$ cat src/rtl/z80_pkg.sv
package z80_pkg;

    // One byte on the memory bus or in a register
    typedef logic [7:0] data_t;

    // Memory address, program counter, stack pointer or register pair
    typedef logic [15:0] addr_t;

    // The 3-bit r field of an opcode
    typedef logic [2:0] reg_code_t;

    // The 2-bit dd or qq field of an opcode
    typedef logic [1:0] pair_code_t;

    // Instruction length in bytes, 1 to 3
    typedef logic [1:0] insn_len_t;

    // Instruction classes understood by the sequencer
    typedef enum logic [3:0] {
        GRP_NOP,
        GRP_LD_R_R,
        GRP_LD_R_N,
        GRP_LD_R_IND_HL,
        GRP_LD_IND_HL_R,
        GRP_LD_IND_HL_N,
        GRP_LD_DD_NN,
        GRP_LD_A_IND_NN,
        GRP_LD_IND_NN_A,
        GRP_PUSH_QQ,
        GRP_POP_QQ,
        GRP_EX_DE_HL,
        GRP_UNKNOWN
    } insn_group_t;

    // ST_FETCH collects the opcode and operand bytes.
    // The EXEC states each carry one memory access
    typedef enum logic [1:0] {
        ST_FETCH,
        ST_EXEC1,
        ST_EXEC2,
        ST_EXEC3
    } seq_state_t;

    // Pair code 3 means SP in the dd set and AF in the qq set
    typedef enum logic {
        PAIR_DD,
        PAIR_QQ
    } pair_set_t;

    localparam reg_code_t REG_A = 3'd7;

    // In an opcode this is (HL); the register file keeps F in this slot
    localparam reg_code_t REG_HL_IND = 3'd6;

    localparam pair_code_t PAIR_HL = 2'd2;
    localparam pair_code_t PAIR_SP = 2'd3;

endpackage

$ cat src/rtl/z80_decoder.sv
`timescale 1ns/1ps

module z80_decoder (
    input  z80_pkg::data_t       opcode,
    output z80_pkg::insn_group_t group,
    output z80_pkg::insn_len_t   len
);

    import z80_pkg::*;

    reg_code_t dst;
    reg_code_t src;

    assign dst = opcode[5:3];
    assign src = opcode[2:0];

    // Classify by the top two bits first, then by the r and dd fields
    always_comb begin
        group = GRP_UNKNOWN;
        case (opcode[7:6])
            2'b00: begin
                if (opcode == 8'h00) begin
                    group = GRP_NOP;
                end else if (src == 3'b110) begin
                    if (dst == REG_HL_IND) begin
                        group = GRP_LD_IND_HL_N;
                    end else begin
                        group = GRP_LD_R_N;
                    end
                end else if (opcode[3:0] == 4'b0001) begin
                    group = GRP_LD_DD_NN;
                end else if (opcode == 8'h3a) begin
                    group = GRP_LD_A_IND_NN;
                end else if (opcode == 8'h32) begin
                    group = GRP_LD_IND_NN_A;
                end
            end
            2'b01: begin
                // 76h is HALT, which is not executed here
                if (dst == REG_HL_IND && src == REG_HL_IND) begin
                    group = GRP_UNKNOWN;
                end else if (dst == REG_HL_IND) begin
                    group = GRP_LD_IND_HL_R;
                end else if (src == REG_HL_IND) begin
                    group = GRP_LD_R_IND_HL;
                end else begin
                    group = GRP_LD_R_R;
                end
            end
            2'b11: begin
                if (opcode[3:0] == 4'b0101) begin
                    group = GRP_PUSH_QQ;
                end else if (opcode[3:0] == 4'b0001) begin
                    group = GRP_POP_QQ;
                end else if (opcode == 8'heb) begin
                    group = GRP_EX_DE_HL;
                end
            end
            default: begin
                group = GRP_UNKNOWN;
            end
        endcase
    end

    always_comb begin
        case (group)
            GRP_LD_R_N,
            GRP_LD_IND_HL_N: begin
                len = 2'd2;
            end
            GRP_LD_DD_NN,
            GRP_LD_A_IND_NN,
            GRP_LD_IND_NN_A: begin
                len = 2'd3;
            end
            default: begin
                len = 2'd1;
            end
        endcase
    end

endmodule

$ cat src/rtl/z80_registers.sv
`timescale 1ns/1ps

module z80_registers (
    input  logic                  clk,
    input  logic                  reset,
    input  z80_pkg::reg_code_t    rd_code,
    output z80_pkg::data_t        rd_data,
    input  z80_pkg::pair_code_t   pair_rd,
    input  z80_pkg::pair_set_t    pair_set,
    output z80_pkg::addr_t        pair_data,
    input  logic                  wr8_en,
    input  z80_pkg::reg_code_t    wr8_code,
    input  z80_pkg::data_t        wr8_data,
    input  logic                  wr16_en,
    input  z80_pkg::pair_code_t   wr16_code,
    input  z80_pkg::pair_set_t    wr16_set,
    input  z80_pkg::addr_t        wr16_data,
    input  logic                  ex_de_hl
);

    import z80_pkg::*;

    localparam reg_code_t IDX_B = 3'd0;
    localparam reg_code_t IDX_C = 3'd1;
    localparam reg_code_t IDX_D = 3'd2;
    localparam reg_code_t IDX_E = 3'd3;
    localparam reg_code_t IDX_H = 3'd4;
    localparam reg_code_t IDX_L = 3'd5;

    // Indexed by the r field; slot 6 holds F since (HL) is never a register
    data_t regs [8];
    addr_t sp;

    assign rd_data = regs[rd_code];

    always_comb begin
        case (pair_rd)
            2'd0: pair_data = {regs[IDX_B], regs[IDX_C]};
            2'd1: pair_data = {regs[IDX_D], regs[IDX_E]};
            2'd2: pair_data = {regs[IDX_H], regs[IDX_L]};
            default: begin
                if (pair_set == PAIR_QQ) begin
                    pair_data = {regs[REG_A], regs[REG_HL_IND]};
                end else begin
                    pair_data = sp;
                end
            end
        endcase
    end

    always_ff @(posedge clk or posedge reset) begin
        if (reset) begin
            for (int i = 0; i < 8; i++) begin
                regs[i] <= '0;
            end
            sp <= '0;
        end else begin
            if (ex_de_hl) begin
                regs[IDX_D] <= regs[IDX_H];
                regs[IDX_E] <= regs[IDX_L];
                regs[IDX_H] <= regs[IDX_D];
                regs[IDX_L] <= regs[IDX_E];
            end
            if (wr16_en) begin
                case (wr16_code)
                    2'd0: {regs[IDX_B], regs[IDX_C]} <= wr16_data;
                    2'd1: {regs[IDX_D], regs[IDX_E]} <= wr16_data;
                    2'd2: {regs[IDX_H], regs[IDX_L]} <= wr16_data;
                    default: begin
                        if (wr16_set == PAIR_QQ) begin
                            {regs[REG_A], regs[REG_HL_IND]} <= wr16_data;
                        end else begin
                            sp <= wr16_data;
                        end
                    end
                endcase
            end
            if (wr8_en) begin
                regs[wr8_code] <= wr8_data;
            end
        end
    end

endmodule

$ cat src/rtl/z80_sequencer.sv
`timescale 1ns/1ps

module z80_sequencer #(
    parameter z80_pkg::addr_t RESET_PC = '0
) (
    input  logic                  clk,
    input  logic                  reset,
    input  z80_pkg::data_t        mem_data,
    output z80_pkg::addr_t        addr,
    output logic                  read_mem,
    output logic                  write_mem,
    output z80_pkg::data_t        write_data,
    output logic                  done,
    output z80_pkg::data_t        opcode,
    input  z80_pkg::insn_group_t  group,
    input  z80_pkg::insn_len_t    len,
    output z80_pkg::reg_code_t    rd_code,
    input  z80_pkg::data_t        rd_data,
    output z80_pkg::pair_code_t   pair_rd,
    output z80_pkg::pair_set_t    pair_set,
    input  z80_pkg::addr_t        pair_data,
    output logic                  wr8_en,
    output z80_pkg::reg_code_t    wr8_code,
    output z80_pkg::data_t        wr8_data,
    output logic                  wr16_en,
    output z80_pkg::pair_code_t   wr16_code,
    output z80_pkg::pair_set_t    wr16_set,
    output z80_pkg::addr_t        wr16_data,
    output logic                  ex_de_hl
);

    import z80_pkg::*;

    seq_state_t state;
    seq_state_t next_state;
    addr_t      pc;
    addr_t      next_pc;
    insn_len_t  fetch_cnt;
    insn_len_t  next_fetch_cnt;
    insn_len_t  byte_cnt;
    data_t      opcode_q;
    data_t      operand_lo;
    data_t      data_lo;

    addr_t      next_addr;
    logic       next_read_mem;
    logic       next_write_mem;
    data_t      next_write_data;
    logic       next_done;
    logic       finish;

    pair_code_t qq;
    reg_code_t  qq_hi_code;

    // The first byte goes to the decoder straight from the bus
    assign opcode = (state == ST_FETCH && fetch_cnt == 2'd0) ? mem_data : opcode_q;
    assign byte_cnt = fetch_cnt + 2'd1;

    // The high byte of a qq pair is A when the pair is AF
    assign qq = opcode[5:4];
    assign qq_hi_code = (qq == PAIR_SP) ? REG_A : {qq, 1'b0};

    always_comb begin
        next_state = state;
        next_pc = pc;
        next_fetch_cnt = fetch_cnt;
        next_addr = addr;
        next_read_mem = 1'b0;
        next_write_mem = 1'b0;
        next_write_data = '0;
        next_done = 1'b0;
        finish = 1'b0;

        rd_code = opcode[2:0];
        pair_rd = PAIR_HL;
        pair_set = PAIR_DD;
        wr8_en = 1'b0;
        wr8_code = opcode[5:3];
        wr8_data = mem_data;
        wr16_en = 1'b0;
        wr16_code = opcode[5:4];
        wr16_set = PAIR_DD;
        wr16_data = {mem_data, operand_lo};
        ex_de_hl = 1'b0;

        case (state)
            ST_FETCH: begin
                next_pc = pc + 16'd1;
                next_addr = pc + 16'd1;
                next_read_mem = 1'b1;
                if (byte_cnt == len) begin
                    next_fetch_cnt = '0;
                    case (group)
                        GRP_LD_R_R: begin
                            wr8_en = 1'b1;
                            wr8_data = rd_data;
                            finish = 1'b1;
                        end
                        GRP_LD_R_N: begin
                            wr8_en = 1'b1;
                            finish = 1'b1;
                        end
                        GRP_LD_DD_NN: begin
                            wr16_en = 1'b1;
                            finish = 1'b1;
                        end
                        GRP_EX_DE_HL: begin
                            ex_de_hl = 1'b1;
                            finish = 1'b1;
                        end
                        GRP_LD_R_IND_HL: begin
                            next_addr = pair_data;
                            next_state = ST_EXEC1;
                        end
                        GRP_LD_IND_HL_R: begin
                            next_addr = pair_data;
                            next_read_mem = 1'b0;
                            next_write_mem = 1'b1;
                            next_write_data = rd_data;
                            next_state = ST_EXEC1;
                        end
                        GRP_LD_IND_HL_N: begin
                            next_addr = pair_data;
                            next_read_mem = 1'b0;
                            next_write_mem = 1'b1;
                            next_write_data = mem_data;
                            next_state = ST_EXEC1;
                        end
                        GRP_LD_A_IND_NN: begin
                            next_addr = {mem_data, operand_lo};
                            next_state = ST_EXEC1;
                        end
                        GRP_LD_IND_NN_A: begin
                            rd_code = REG_A;
                            next_addr = {mem_data, operand_lo};
                            next_read_mem = 1'b0;
                            next_write_mem = 1'b1;
                            next_write_data = rd_data;
                            next_state = ST_EXEC1;
                        end
                        GRP_PUSH_QQ: begin
                            // High byte goes first, at SP-1
                            pair_rd = PAIR_SP;
                            rd_code = qq_hi_code;
                            next_addr = pair_data - 16'd1;
                            next_read_mem = 1'b0;
                            next_write_mem = 1'b1;
                            next_write_data = rd_data;
                            next_state = ST_EXEC1;
                        end
                        GRP_POP_QQ: begin
                            pair_rd = PAIR_SP;
                            next_addr = pair_data;
                            next_state = ST_EXEC1;
                        end
                        default: begin
                            finish = 1'b1;
                        end
                    endcase
                end else begin
                    next_fetch_cnt = fetch_cnt + 2'd1;
                end
            end
            ST_EXEC1: begin
                case (group)
                    GRP_LD_R_IND_HL: begin
                        wr8_en = 1'b1;
                        finish = 1'b1;
                    end
                    GRP_LD_A_IND_NN: begin
                        wr8_en = 1'b1;
                        wr8_code = REG_A;
                        finish = 1'b1;
                    end
                    GRP_PUSH_QQ: begin
                        // Low byte comes from the pair read, with AF in slot 3
                        pair_rd = qq;
                        pair_set = PAIR_QQ;
                        next_addr = addr - 16'd1;
                        next_write_mem = 1'b1;
                        next_write_data = pair_data[7:0];
                        next_state = ST_EXEC2;
                    end
                    GRP_POP_QQ: begin
                        pair_rd = PAIR_SP;
                        wr16_en = 1'b1;
                        wr16_code = PAIR_SP;
                        wr16_data = pair_data + 16'd2;
                        next_addr = addr + 16'd1;
                        next_read_mem = 1'b1;
                        next_state = ST_EXEC2;
                    end
                    default: begin
                        // The single memory write has gone out
                        finish = 1'b1;
                    end
                endcase
            end
            ST_EXEC2: begin
                if (group == GRP_POP_QQ) begin
                    wr16_en = 1'b1;
                    wr16_set = PAIR_QQ;
                    wr16_data = {mem_data, data_lo};
                end else if (group == GRP_PUSH_QQ) begin
                    pair_rd = PAIR_SP;
                    wr16_en = 1'b1;
                    wr16_code = PAIR_SP;
                    wr16_data = pair_data - 16'd2;
                end
                finish = 1'b1;
            end
            default: begin
                // ST_EXEC3 is never entered; fall back to fetching
                finish = 1'b1;
            end
        endcase

        if (finish) begin
            next_done = 1'b1;
            next_addr = next_pc;
            next_read_mem = 1'b1;
            next_write_mem = 1'b0;
            next_write_data = '0;
            next_state = ST_FETCH;
        end
    end

    always_ff @(posedge clk or posedge reset) begin
        if (reset) begin
            state <= ST_FETCH;
            pc <= RESET_PC;
            fetch_cnt <= '0;
            addr <= RESET_PC;
            read_mem <= 1'b1;
            write_mem <= 1'b0;
            write_data <= '0;
            done <= 1'b0;
        end else begin
            state <= next_state;
            pc <= next_pc;
            fetch_cnt <= next_fetch_cnt;
            addr <= next_addr;
            read_mem <= next_read_mem;
            write_mem <= next_write_mem;
            write_data <= next_write_data;
            done <= next_done;
        end
    end

    // Opcode, low operand byte and the low byte of a POP
    always_ff @(posedge clk) begin
        if (state == ST_FETCH && fetch_cnt == 2'd0) begin
            opcode_q <= mem_data;
        end
        if (state == ST_FETCH && fetch_cnt == 2'd1) begin
            operand_lo <= mem_data;
        end
        if (state == ST_EXEC1) begin
            data_lo <= mem_data;
        end
    end

endmodule

$ cat src/rtl/z80_core.sv
`timescale 1ns/1ps

module z80_core #(
    parameter z80_pkg::addr_t RESET_PC = '0
) (
    input  logic            clk,
    input  logic            reset,
    input  z80_pkg::data_t  mem_data,
    output z80_pkg::addr_t  addr,
    output logic            read_mem,
    output logic            write_mem,
    output z80_pkg::data_t  write_data,
    output logic            done
);

    import z80_pkg::*;

    data_t       opcode;
    insn_group_t group;
    insn_len_t   len;

    reg_code_t   rd_code;
    data_t       rd_data;
    pair_code_t  pair_rd;
    pair_set_t   pair_set;
    addr_t       pair_data;
    logic        wr8_en;
    reg_code_t   wr8_code;
    data_t       wr8_data;
    logic        wr16_en;
    pair_code_t  wr16_code;
    pair_set_t   wr16_set;
    addr_t       wr16_data;
    logic        ex_de_hl;

    z80_sequencer #(
        .RESET_PC(RESET_PC)
    ) i_z80_sequencer (
        .clk(clk),
        .reset(reset),
        .mem_data(mem_data),
        .addr(addr),
        .read_mem(read_mem),
        .write_mem(write_mem),
        .write_data(write_data),
        .done(done),
        .opcode(opcode),
        .group(group),
        .len(len),
        .rd_code(rd_code),
        .rd_data(rd_data),
        .pair_rd(pair_rd),
        .pair_set(pair_set),
        .pair_data(pair_data),
        .wr8_en(wr8_en),
        .wr8_code(wr8_code),
        .wr8_data(wr8_data),
        .wr16_en(wr16_en),
        .wr16_code(wr16_code),
        .wr16_set(wr16_set),
        .wr16_data(wr16_data),
        .ex_de_hl(ex_de_hl)
    );

    z80_decoder i_z80_decoder (
        .opcode(opcode),
        .group(group),
        .len(len)
    );

    z80_registers i_z80_registers (
        .clk(clk),
        .reset(reset),
        .rd_code(rd_code),
        .rd_data(rd_data),
        .pair_rd(pair_rd),
        .pair_set(pair_set),
        .pair_data(pair_data),
        .wr8_en(wr8_en),
        .wr8_code(wr8_code),
        .wr8_data(wr8_data),
        .wr16_en(wr16_en),
        .wr16_code(wr16_code),
        .wr16_set(wr16_set),
        .wr16_data(wr16_data),
        .ex_de_hl(ex_de_hl)
    );

endmodule

$ cat config.mk
export PLATFORM = sky130hd
export DESIGN_NAME = z80_core
export DESIGN_NICKNAME = d
export VERILOG_FILES = /design/src/rtl/z80_pkg.sv /design/src/rtl/z80_decoder.sv /design/src/rtl/z80_registers.sv /design/src/rtl/z80_sequencer.sv /design/src/rtl/z80_core.sv
export SDC_FILE = /design/constraint.sdc
export NUM_CORES = 1
export LEC_CHECK = 0
export ABC_AREA = 1
export BUFFER_PORTS_ARGS = -buffer_cell sky130_fd_sc_hd__buf_2
export CELL_PAD_IN_SITES_DETAIL_PLACEMENT = 1
export CELL_PAD_IN_SITES_GLOBAL_PLACEMENT = 1
export CORE_MARGIN = 8
export CORE_UTILIZATION = 40
export DETAILED_ROUTE_END_ITERATION = 8
export PLACE_DENSITY_LB_ADDON = 0.1
export RECOVER_POWER = 25
export SETUP_SLACK_MARGIN = 0.5
export SYNTH_ARGS = -nofsm -noshare
export SYNTH_HDL_FRONTEND = slang
export SYNTH_SLANG_ARGS = --single-unit
$ cat constraint.sdc
create_clock -name clk -period 5.65 [get_ports clk]
set_input_delay 1.4125 -clock clk [delete_from_list [all_inputs] [get_ports clk]]
set_output_delay 1.4125 -clock clk [all_outputs]
set_load 0.01 [all_outputs]
== Word-level counts from Yosys, hierarchy flattened ==
Cells that the tools add are included.

* Register bits: 151
* Output and inout port bits: 27
* Logic and storage cells: 191

* $add $sub $neg: 7
* $lt $le $gt $ge: 3
* Equal/unequal tests: 33
* Muxes and demuxes: 99
* Bitwise logic cells: 4
* Reduce and logical (&&, ||, !) cells: 25

{| class="wikitable"
|+ Operator list
! kind !! count
|-
| 16-bit two-way mux || 12
|-
| 64-bit two-way mux || 2
|-
| 16-bit one-hot mux with 2 select lines || 3
|-
| 16-bit one-hot mux with 3 select lines || 2
|-
| 8-bit two-way mux || 10
|-
| 64-bit bitwise mux || 1
|-
| 16-bit by 1-bit adder with 16-bit output (second input constant) || 2
|-
| 32-bit two-way mux || 1
|-
| 4-bit two-way mux || 8
|-
| 8-bit one-hot mux with 2 select lines || 2
|-
| 16-bit by 1-bit subtractor with 16-bit output (second input constant) || 2
|-
| 1-bit two-way mux || 25
|-
| 8-bit binary-select mux with 3-bit select || 1
|-
| 8-bit demux with 3-bit select || 1
|-
| 3-bit two-way mux || 8
|-
| 2-bit two-way mux || 11
|-
| 4-bit by 3-bit equality test with 1-bit output (second input constant) || 5
|-
| 16-bit by 2-bit adder with 16-bit output (second input constant) || 1
|-
| 4-bit equality test (second input constant) || 4
|-
| 8-bit by 6-bit equality test with 1-bit output (second input constant) || 2
|-
| 2-bit one-hot mux with 2 select lines || 4
|-
| 16-bit by 2-bit subtractor with 16-bit output (second input constant) || 1
|-
| 4-bit one-hot mux with 3 select lines || 1
|-
| 2-bit by 1-bit equality test with 1-bit output (second input constant) || 5
|-
| 28 further kinds || 57
|}

== Longest topological paths before layout ==
* Depth after elaboration: 27
* Depth in mapped cells: 42

== By module ==
Synthesis repeated with hierarchy kept, for this count alone.

* Cell total of the unflattened synthesis: 2122
* Area, all modules: 12827.3 um2

{| class="wikitable"
|+ Modules (own cells, without submodules)
! module !! instances !! cells an instance !! area each (um2) !! seq. area each (um2)
|-
| z80_sequencer || 1 || 1061 || 6601.3 || 1818.0
|-
| z80_registers || 1 || 958 || 5803.1 || 2001.9
|-
| z80_decoder || 1 || 103 || 422.9 || 0.0
|}

== Worst setup path after synthesis ==
OpenSTA, ideal clock, no wires.

* Path type: input port to flip-flop
* Start point: in mem_data[2]
* End point: reg i_z80_sequencer.addr[15]
* Data arrival time: 5.644 ns
* Required time: 5.566 ns
* Slack: -0.078 ns
* Cell stages on the path: 33
* Buffers on the path: 2
* Path through: inv_1 -> nand3_2 -> nand2_4 -> inv_2 -> nor2_2 -> nand3_1 -> nand2_1 -> nor2_1 -> nor2_2 -> nor2_2 -> nand2_1 -> clkbuf_1 -> clkbuf_1 -> ha_1 -> a21oi_1 -> nand2_1 -> a21oi_1 -> o21bai_1 -> a21oi_1 -> o21bai_1 -> a21oi_1 -> o21bai_1 -> nand2_1 -> inv_1 -> o21ai_0 -> nand2_1 -> nand3_1 -> nand2_1 -> a21o_1 -> a21oi_1 -> xor2_1 -> a21oi_1 -> a21boi_0

* Longest elaborated chain between the ends: 21
* Elaborated cells between the ends (all ways): 64

{| class="wikitable"
|+ Ends and longest elaborated chain
! what !! line !! source
|-
| from (decl) || z80_core.sv:8 || <nowiki>input z80_pkg::data_t mem_data,</nowiki>
|-
| 8-bit two-way mux (*) || -- ||
|-
| via i_z80_decoder.opcode[2] || z80_decoder.sv:4 || <nowiki>input z80_pkg::data_t opcode,</nowiki>
|-
| 8-bit by 6-bit equality test with 1-bit output || z80_decoder.sv:34 || <nowiki>end else if (opcode == 8'h32) begin</nowiki>
|-
| 3-bit two-way mux || z80_decoder.sv:34 ||
|-
| 4-bit two-way mux || z80_decoder.sv:32 || <nowiki>end else if (opcode == 8'h3a) begin</nowiki>
|-
| 4-bit two-way mux || z80_decoder.sv:30 || <nowiki>end else if (opcode[3:0] == 4'b0001) begin</nowiki>
|-
| 4-bit two-way mux || z80_decoder.sv:24 || <nowiki>end else if (src == 3'b110) begin</nowiki>
|-
| 4-bit two-way mux || z80_decoder.sv:22 || <nowiki>if (opcode == 8'h00) begin</nowiki>
|-
| (+6 left out) || -- ||
|-
| 2-bit one-hot mux with 3 select lines || z80_sequencer.sv:86 || <nowiki>case (state)</nowiki>
|-
| 2-bit equality test (tied with other cells) || z80_registers.sv:37 || <nowiki>case (pair_rd)</nowiki>
|-
| 16-bit one-hot mux with 3 select lines || z80_registers.sv:37 ||
|-
| 16-bit by 1-bit subtractor with 16-bit output || z80_sequencer.sv:145 || <nowiki>next_addr = pair_data - 16'd1;</nowiki>
|-
| 16-bit one-hot mux with 3 select lines || z80_sequencer.sv:93 || <nowiki>case (group)</nowiki>
|-
| 16-bit two-way mux || z80_sequencer.sv:91 || <nowiki>if (byte_cnt == len) begin</nowiki>
|-
| 16-bit one-hot mux with 2 select lines || z80_sequencer.sv:86 ||
|-
| 16-bit two-way mux || z80_sequencer.sv:218 || <nowiki>if (finish) begin</nowiki>
|-
| to (signal assigned) || z80_sequencer.sv:242 || <nowiki>addr <= next_addr;</nowiki>
|-
| to (decl) || z80_sequencer.sv:9 || <nowiki>output z80_pkg::addr_t addr,</nowiki>
|}

The timed path passes the listed nets; every way through them passes the cells marked *.
A chain may end at the register's enable or synchronous reset.

== Worst setup path in the final report ==
* Start point: in mem_data[2]
* End point: reg i_z80_registers.regs[58] in the netlist's numbering

* Longest elaborated chain between the ends: 24
* Elaborated cells between the ends (all ways): 92

{| class="wikitable"
|+ Ends and longest elaborated chain
! what !! line !! source
|-
| 8-bit two-way mux || -- ||
|-
| 8-bit by 6-bit equality test with 1-bit output || z80_decoder.sv:34 ||
|-
| 3-bit two-way mux || z80_decoder.sv:34 ||
|-
| 4-bit two-way mux || z80_decoder.sv:32 ||
|-
| 4-bit two-way mux || z80_decoder.sv:30 ||
|-
| 4-bit two-way mux || z80_decoder.sv:24 ||
|-
| 4-bit two-way mux || z80_decoder.sv:22 ||
|-
| 4-bit one-hot mux with 3 select lines || z80_decoder.sv:20 || <nowiki>case (opcode[7:6])</nowiki>
|-
| (+8 left out) || -- ||
|-
| 16-bit by 2-bit subtractor with 16-bit output || z80_sequencer.sv:208 || <nowiki>wr16_data = pair_data - 16'd2;</nowiki>
|-
| 16-bit two-way mux || z80_sequencer.sv:204 || <nowiki>end else if (group == GRP_PUSH_QQ) begin</nowiki>
|-
| 16-bit two-way mux || z80_sequencer.sv:200 || <nowiki>if (group == GRP_POP_QQ) begin</nowiki>
|-
| 16-bit one-hot mux with 2 select lines || z80_sequencer.sv:86 ||
|-
| 16-bit two-way mux || z80_registers.sv:65 || <nowiki>case (wr16_code)</nowiki>
|-
| 64-bit two-way mux || z80_registers.sv:64 || <nowiki>if (wr16_en) begin</nowiki>
|-
| 64-bit bitwise mux || z80_registers.sv:79 || <nowiki>regs[wr8_code] <= wr8_data;</nowiki>
|-
| 64-bit two-way mux (*) || z80_registers.sv:78 || <nowiki>if (wr8_en) begin</nowiki>
|-
| to (signal, indexed assignment) || z80_registers.sv:66 || <nowiki>2'd0: {regs[IDX_B], regs[IDX_C]} <= wr16_data;</nowiki>
|-
| to (signal, indexed assignment) || z80_registers.sv:67 || <nowiki>2'd1: {regs[IDX_D], regs[IDX_E]} <= wr16_data;</nowiki>
|-
| to (signal, indexed assignment) || z80_registers.sv:79 ||
|-
| to (decl) || z80_registers.sv:31 || <nowiki>data_t regs [8];</nowiki>
|}

Mark *: on every way between the ends. The rest lies on a longest branch, timed or not. The select of a mux whose other input is x is not followed.

==> run_results.csv <==
group,metric,value,unit
synthesis,synthTopCellsByCount,"nand2_1, inv_1, o21ai_0",
final_layout,finish.net_count,2064,
die,initial_utilization,0.404,
die,die_w,191,um
critical_path,reg2reg_depth,33,
hold_path,hp-start,"i_z80_registers.sp[12]$_DFFE_PP0P_",
synthesis,yosysTopAreaCellShare,0.256,
synthesis,synth.distinct_cells,65,
critical_path,worst_setup_path_end_kind,"flop",
die,fp-row-count,64,
synthesis,yosys.area_share.xor_xnor,0.0149,
hold_path,holdPathEnd,"i_z80_registers.sp[12]$_DFFE_PP0P_",
timing,post-route-period-util,0.929,
detailed_routing,postRouteAntennaNets,0,
detailed_routing,drtIter0Drc,980,
final_layout,stdcell_count,2437,
placement,dp.cells,2366,
detailed_routing,first_pass_iters,5,
timing,relSlewSlack,-1.60,
timing,clock_skew,13.0,ps
timing,finalHoldViolations,0,
final_layout,area_growth,22.9,%
clock_tree,cts_max_path_buffers,2,
final_layout,seq_area,3820,um2
timing,fin_crit,5250,ps
synthesis,ys_top_cells_by_area,"dfrtp_1, nand2_1, o21ai_0, inv_1, nand3_1",
die,die_area,36600,um2
clock_tree,htree_num_levels,4,
grt,grt.busiest_layer,"met2",
hold_path,hp-class,"flop to flop",
final_layout,multi_input_area,7790,um2
detailed_routing,vias,13981,
clock_tree,clkLatencyLatePin,460,ps
synthesis,seq_area_frac_synth,0.310,
synthesis,synthFlopType,"dfrtp_1",
clock_tree,cts_hold_buf,0,
timing,finalMaxSlewViolations,94,
synthesis,syn_nets,1903,
critical_path,critPathRequiredTime,6030,ps
die,ioPinCount,37,
synthesis,syn_avg_cell_area,6.59,um2
synthesis,async_flop_share,0.841,
critical_path,criticalPathCategory,"input port to flop",
timing,final-setup-viol-count,0,
synthesis,synthCells,1867,
placement,dpl.hpwl,42000,um
final_layout,n_antenna_cell,0,
grt,overflow,0,
clock_tree,clk_pin_slew,60,ps
final_layout,fillers,3996,
final_layout,post-route-util,0.497,
critical_path,r2r_start,"i_z80_sequencer.fetch_cnt[0]$_DFFE_PP0P_",
die,die_y,191,um
final_layout,final_area,15100,um2
synthesis,synth_edf_count,16,
synthesis,syn-cell-area,12300,um2
critical_path,slowest_stage,"or2_1",
critical_path,crit_arrival,5630,ps
grt,met1_usage,0.370,
placement,gp_congestion,0.957,
critical_path,reg2reg_to,"i_z80_registers.regs[58]$_DFF_PP0_",
run,cap_viol_max_count,1,
clock_tree,cts_buffers,17,
outcome,violations,"max-capacitance violations, max-slew violations",
grt,grt_pass1_wl,83300,um
timing,worstMarginPinSlew,3900,ps
timing,setup_tns,0,ps
critical_path,slowest_delay,320,ps
placement,place_area,13700,um2
clock_tree,cts_tree,"yes",
timing,clock.fmax,0.190,GHz
synthesis,synth_top_family_by_area,"simple AND/OR/NAND/NOR gates",
detailed_routing,wl_per_cell,22.7,um
grt,grt_use_met2,0.501,
hold_path,hold_depth,2,
grt,globalRouteMet3Util,0.0441,
final_layout,drive_gt1_frac,0.220,
timing,rsz0062_at_grt,"false",
detailed_routing,viasPerCell,5.74,
detailed_routing,drt_wl_total,55400,um
critical_path,worst_path_most_repeated_cell,"buf_4",
critical_path,rrSetupSlack,510,ps
detailed_routing,drc,0,
synthesis,yosys.area.top_type,"dfrtp_1",
synthesis,synthMuxAreaShare,0.00163,
die,coreArea,30400,um2
clock_tree,root_buffer,"clkbuf_16",
synthesis,yosys_register_bits,151,
clock_tree,clock_sinks,151,
synthesis,synth_fa_ha_area_frac,0.0270,
synthesis,yosys_warnings,0,
placement,io_buffers,36,
critical_path,crit_fanout,8,
grt,grt_max_degree,94,
synthesis,synth-compound-area-share,0.201,
synthesis,synth-simple-area-share,0.345,
grt,antenna_found_initial,0,
grt,gr-usage-all-layers,0.297,
synthesis,yosysMostFrequentCell,"nand2_1",
critical_path,worstSetupStartpointType,"input port",
grt,grt_pass1_vias,14036,
outcome,outcome,"finished with violations",
## cell type report
| type | instances | share of cell area |
|---|---|---|
| well taps | 396 | 0.0328 |
| clock buffers | 17 | 0.0281 |
| repair buffers | 223 | 0.107 |
| multi-input cells | 1419 | 0.515 |
| clock inverters | 15 | 0.00918 |
| inverters | 216 | 0.0548 |
| flip-flops and latches | 151 | 0.253 |
## cells in the final DEF (no fill, tap or decap), types with 6 or more instances in the layout
cell type	n
nand2_1	442
inv_1	190
o21ai_0	167
buf_4	166
nor2_1	153
nand3_1	131
dfrtp_1	126
a21oi_1	116
nand2_2	50
o211ai_1	35
o21ai_1	31
buf_2	30
nand4_1	27
nand3_2	22
o22ai_1	22
nor2_2	20
nor2_4	20
inv_2	19
xor2_1	19
nand2_4	17
ha_1	17
clkbuf_16	17
edfxtp_1	16
clkbuf_1	14
a21oi_2	13
or2_2	13
nor3_1	12
a31oi_1	9
o221ai_1	9
buf_6	9
ha_4	8
dfxtp_1	8
a22oi_1	7
inv_6	6
## kinds of logic (layout without fill, tap and decap cells)
family / Yosys count / count (layout)
muxes: 2 / 2
adders and majority gates: 26 / 26
xor gates and xnor gates: 21 / 21
buffers and inverters: 298 / 471
DFF: 151 / 151
and+or+nand+nor: 929 / 930
AOI/OAI and AO/OA: 440 / 440
## how the worst max path moves through the flow
stage	start	to	cells after the start
6_report	mem_data[2]	i_z80_registers.regs[58]$_DFF_PP0_	32
5_1_grt	mem_data[2]	i_z80_sequencer.addr[15]$_DFFE_PP0P_	33
2_1_floorplan	mem_data[2]	i_z80_sequencer.addr[14]$_DFFE_PP0P_	35
3_3_place_gp	mem_data[2]	i_z80_sequencer.addr[14]$_DFFE_PP0P_	33
3_5_place_dp	mem_data[2]	i_z80_sequencer.addr[15]$_DFFE_PP0P_	34
4_1_cts	mem_data[2]	i_z80_sequencer.addr[15]$_DFFE_PP0P_	34
## per-layer routing
metal  share of wire  wire (um)
met2            0.48      26700
met1            0.42      23200
met3           0.053       2920
met5               0          0
met4           0.045       2490
## registers in the layout, indices dropped and copies added (netlist names), 2 cells and up
signal                      count
i_z80_registers.regs           64
i_z80_sequencer.fetch_cnt       2
i_z80_sequencer.write_data      8
i_z80_sequencer.data_lo         8
i_z80_sequencer.operand_lo      8
i_z80_sequencer.addr           16
i_z80_sequencer.opcode_q        8
i_z80_registers.sp             16
i_z80_sequencer.state           2
i_z80_sequencer.pc             16
## worst max-delay path, delay by kind of cell
| family | cells | cell delay [ps] |
|---|---|---|
| compound gates | 2 | 230 |
| buf+inv | 9 | 1150 |
| simple gates | 21 | 2840 |
## through the flow
step / setup WS, ps / hold WS [ps]
after floorplan: 523 / 450
after global placement: 49.3 / 464
after detailed placement: -215 / 471
after CTS: 457 / 493
after global routing: 147 / 507
final: 400 / 493
## what timing repair did
item	CTS	global route
resized for setup	17	145
buffers inserted	3	35
setup endpoints to repair	69	91
pin swaps	2	79
gates cloned	0	1
Power is left out: the tool's default activity adds up to more than one toggle a clock period on the data nets, which glitch-free logic cannot reach.
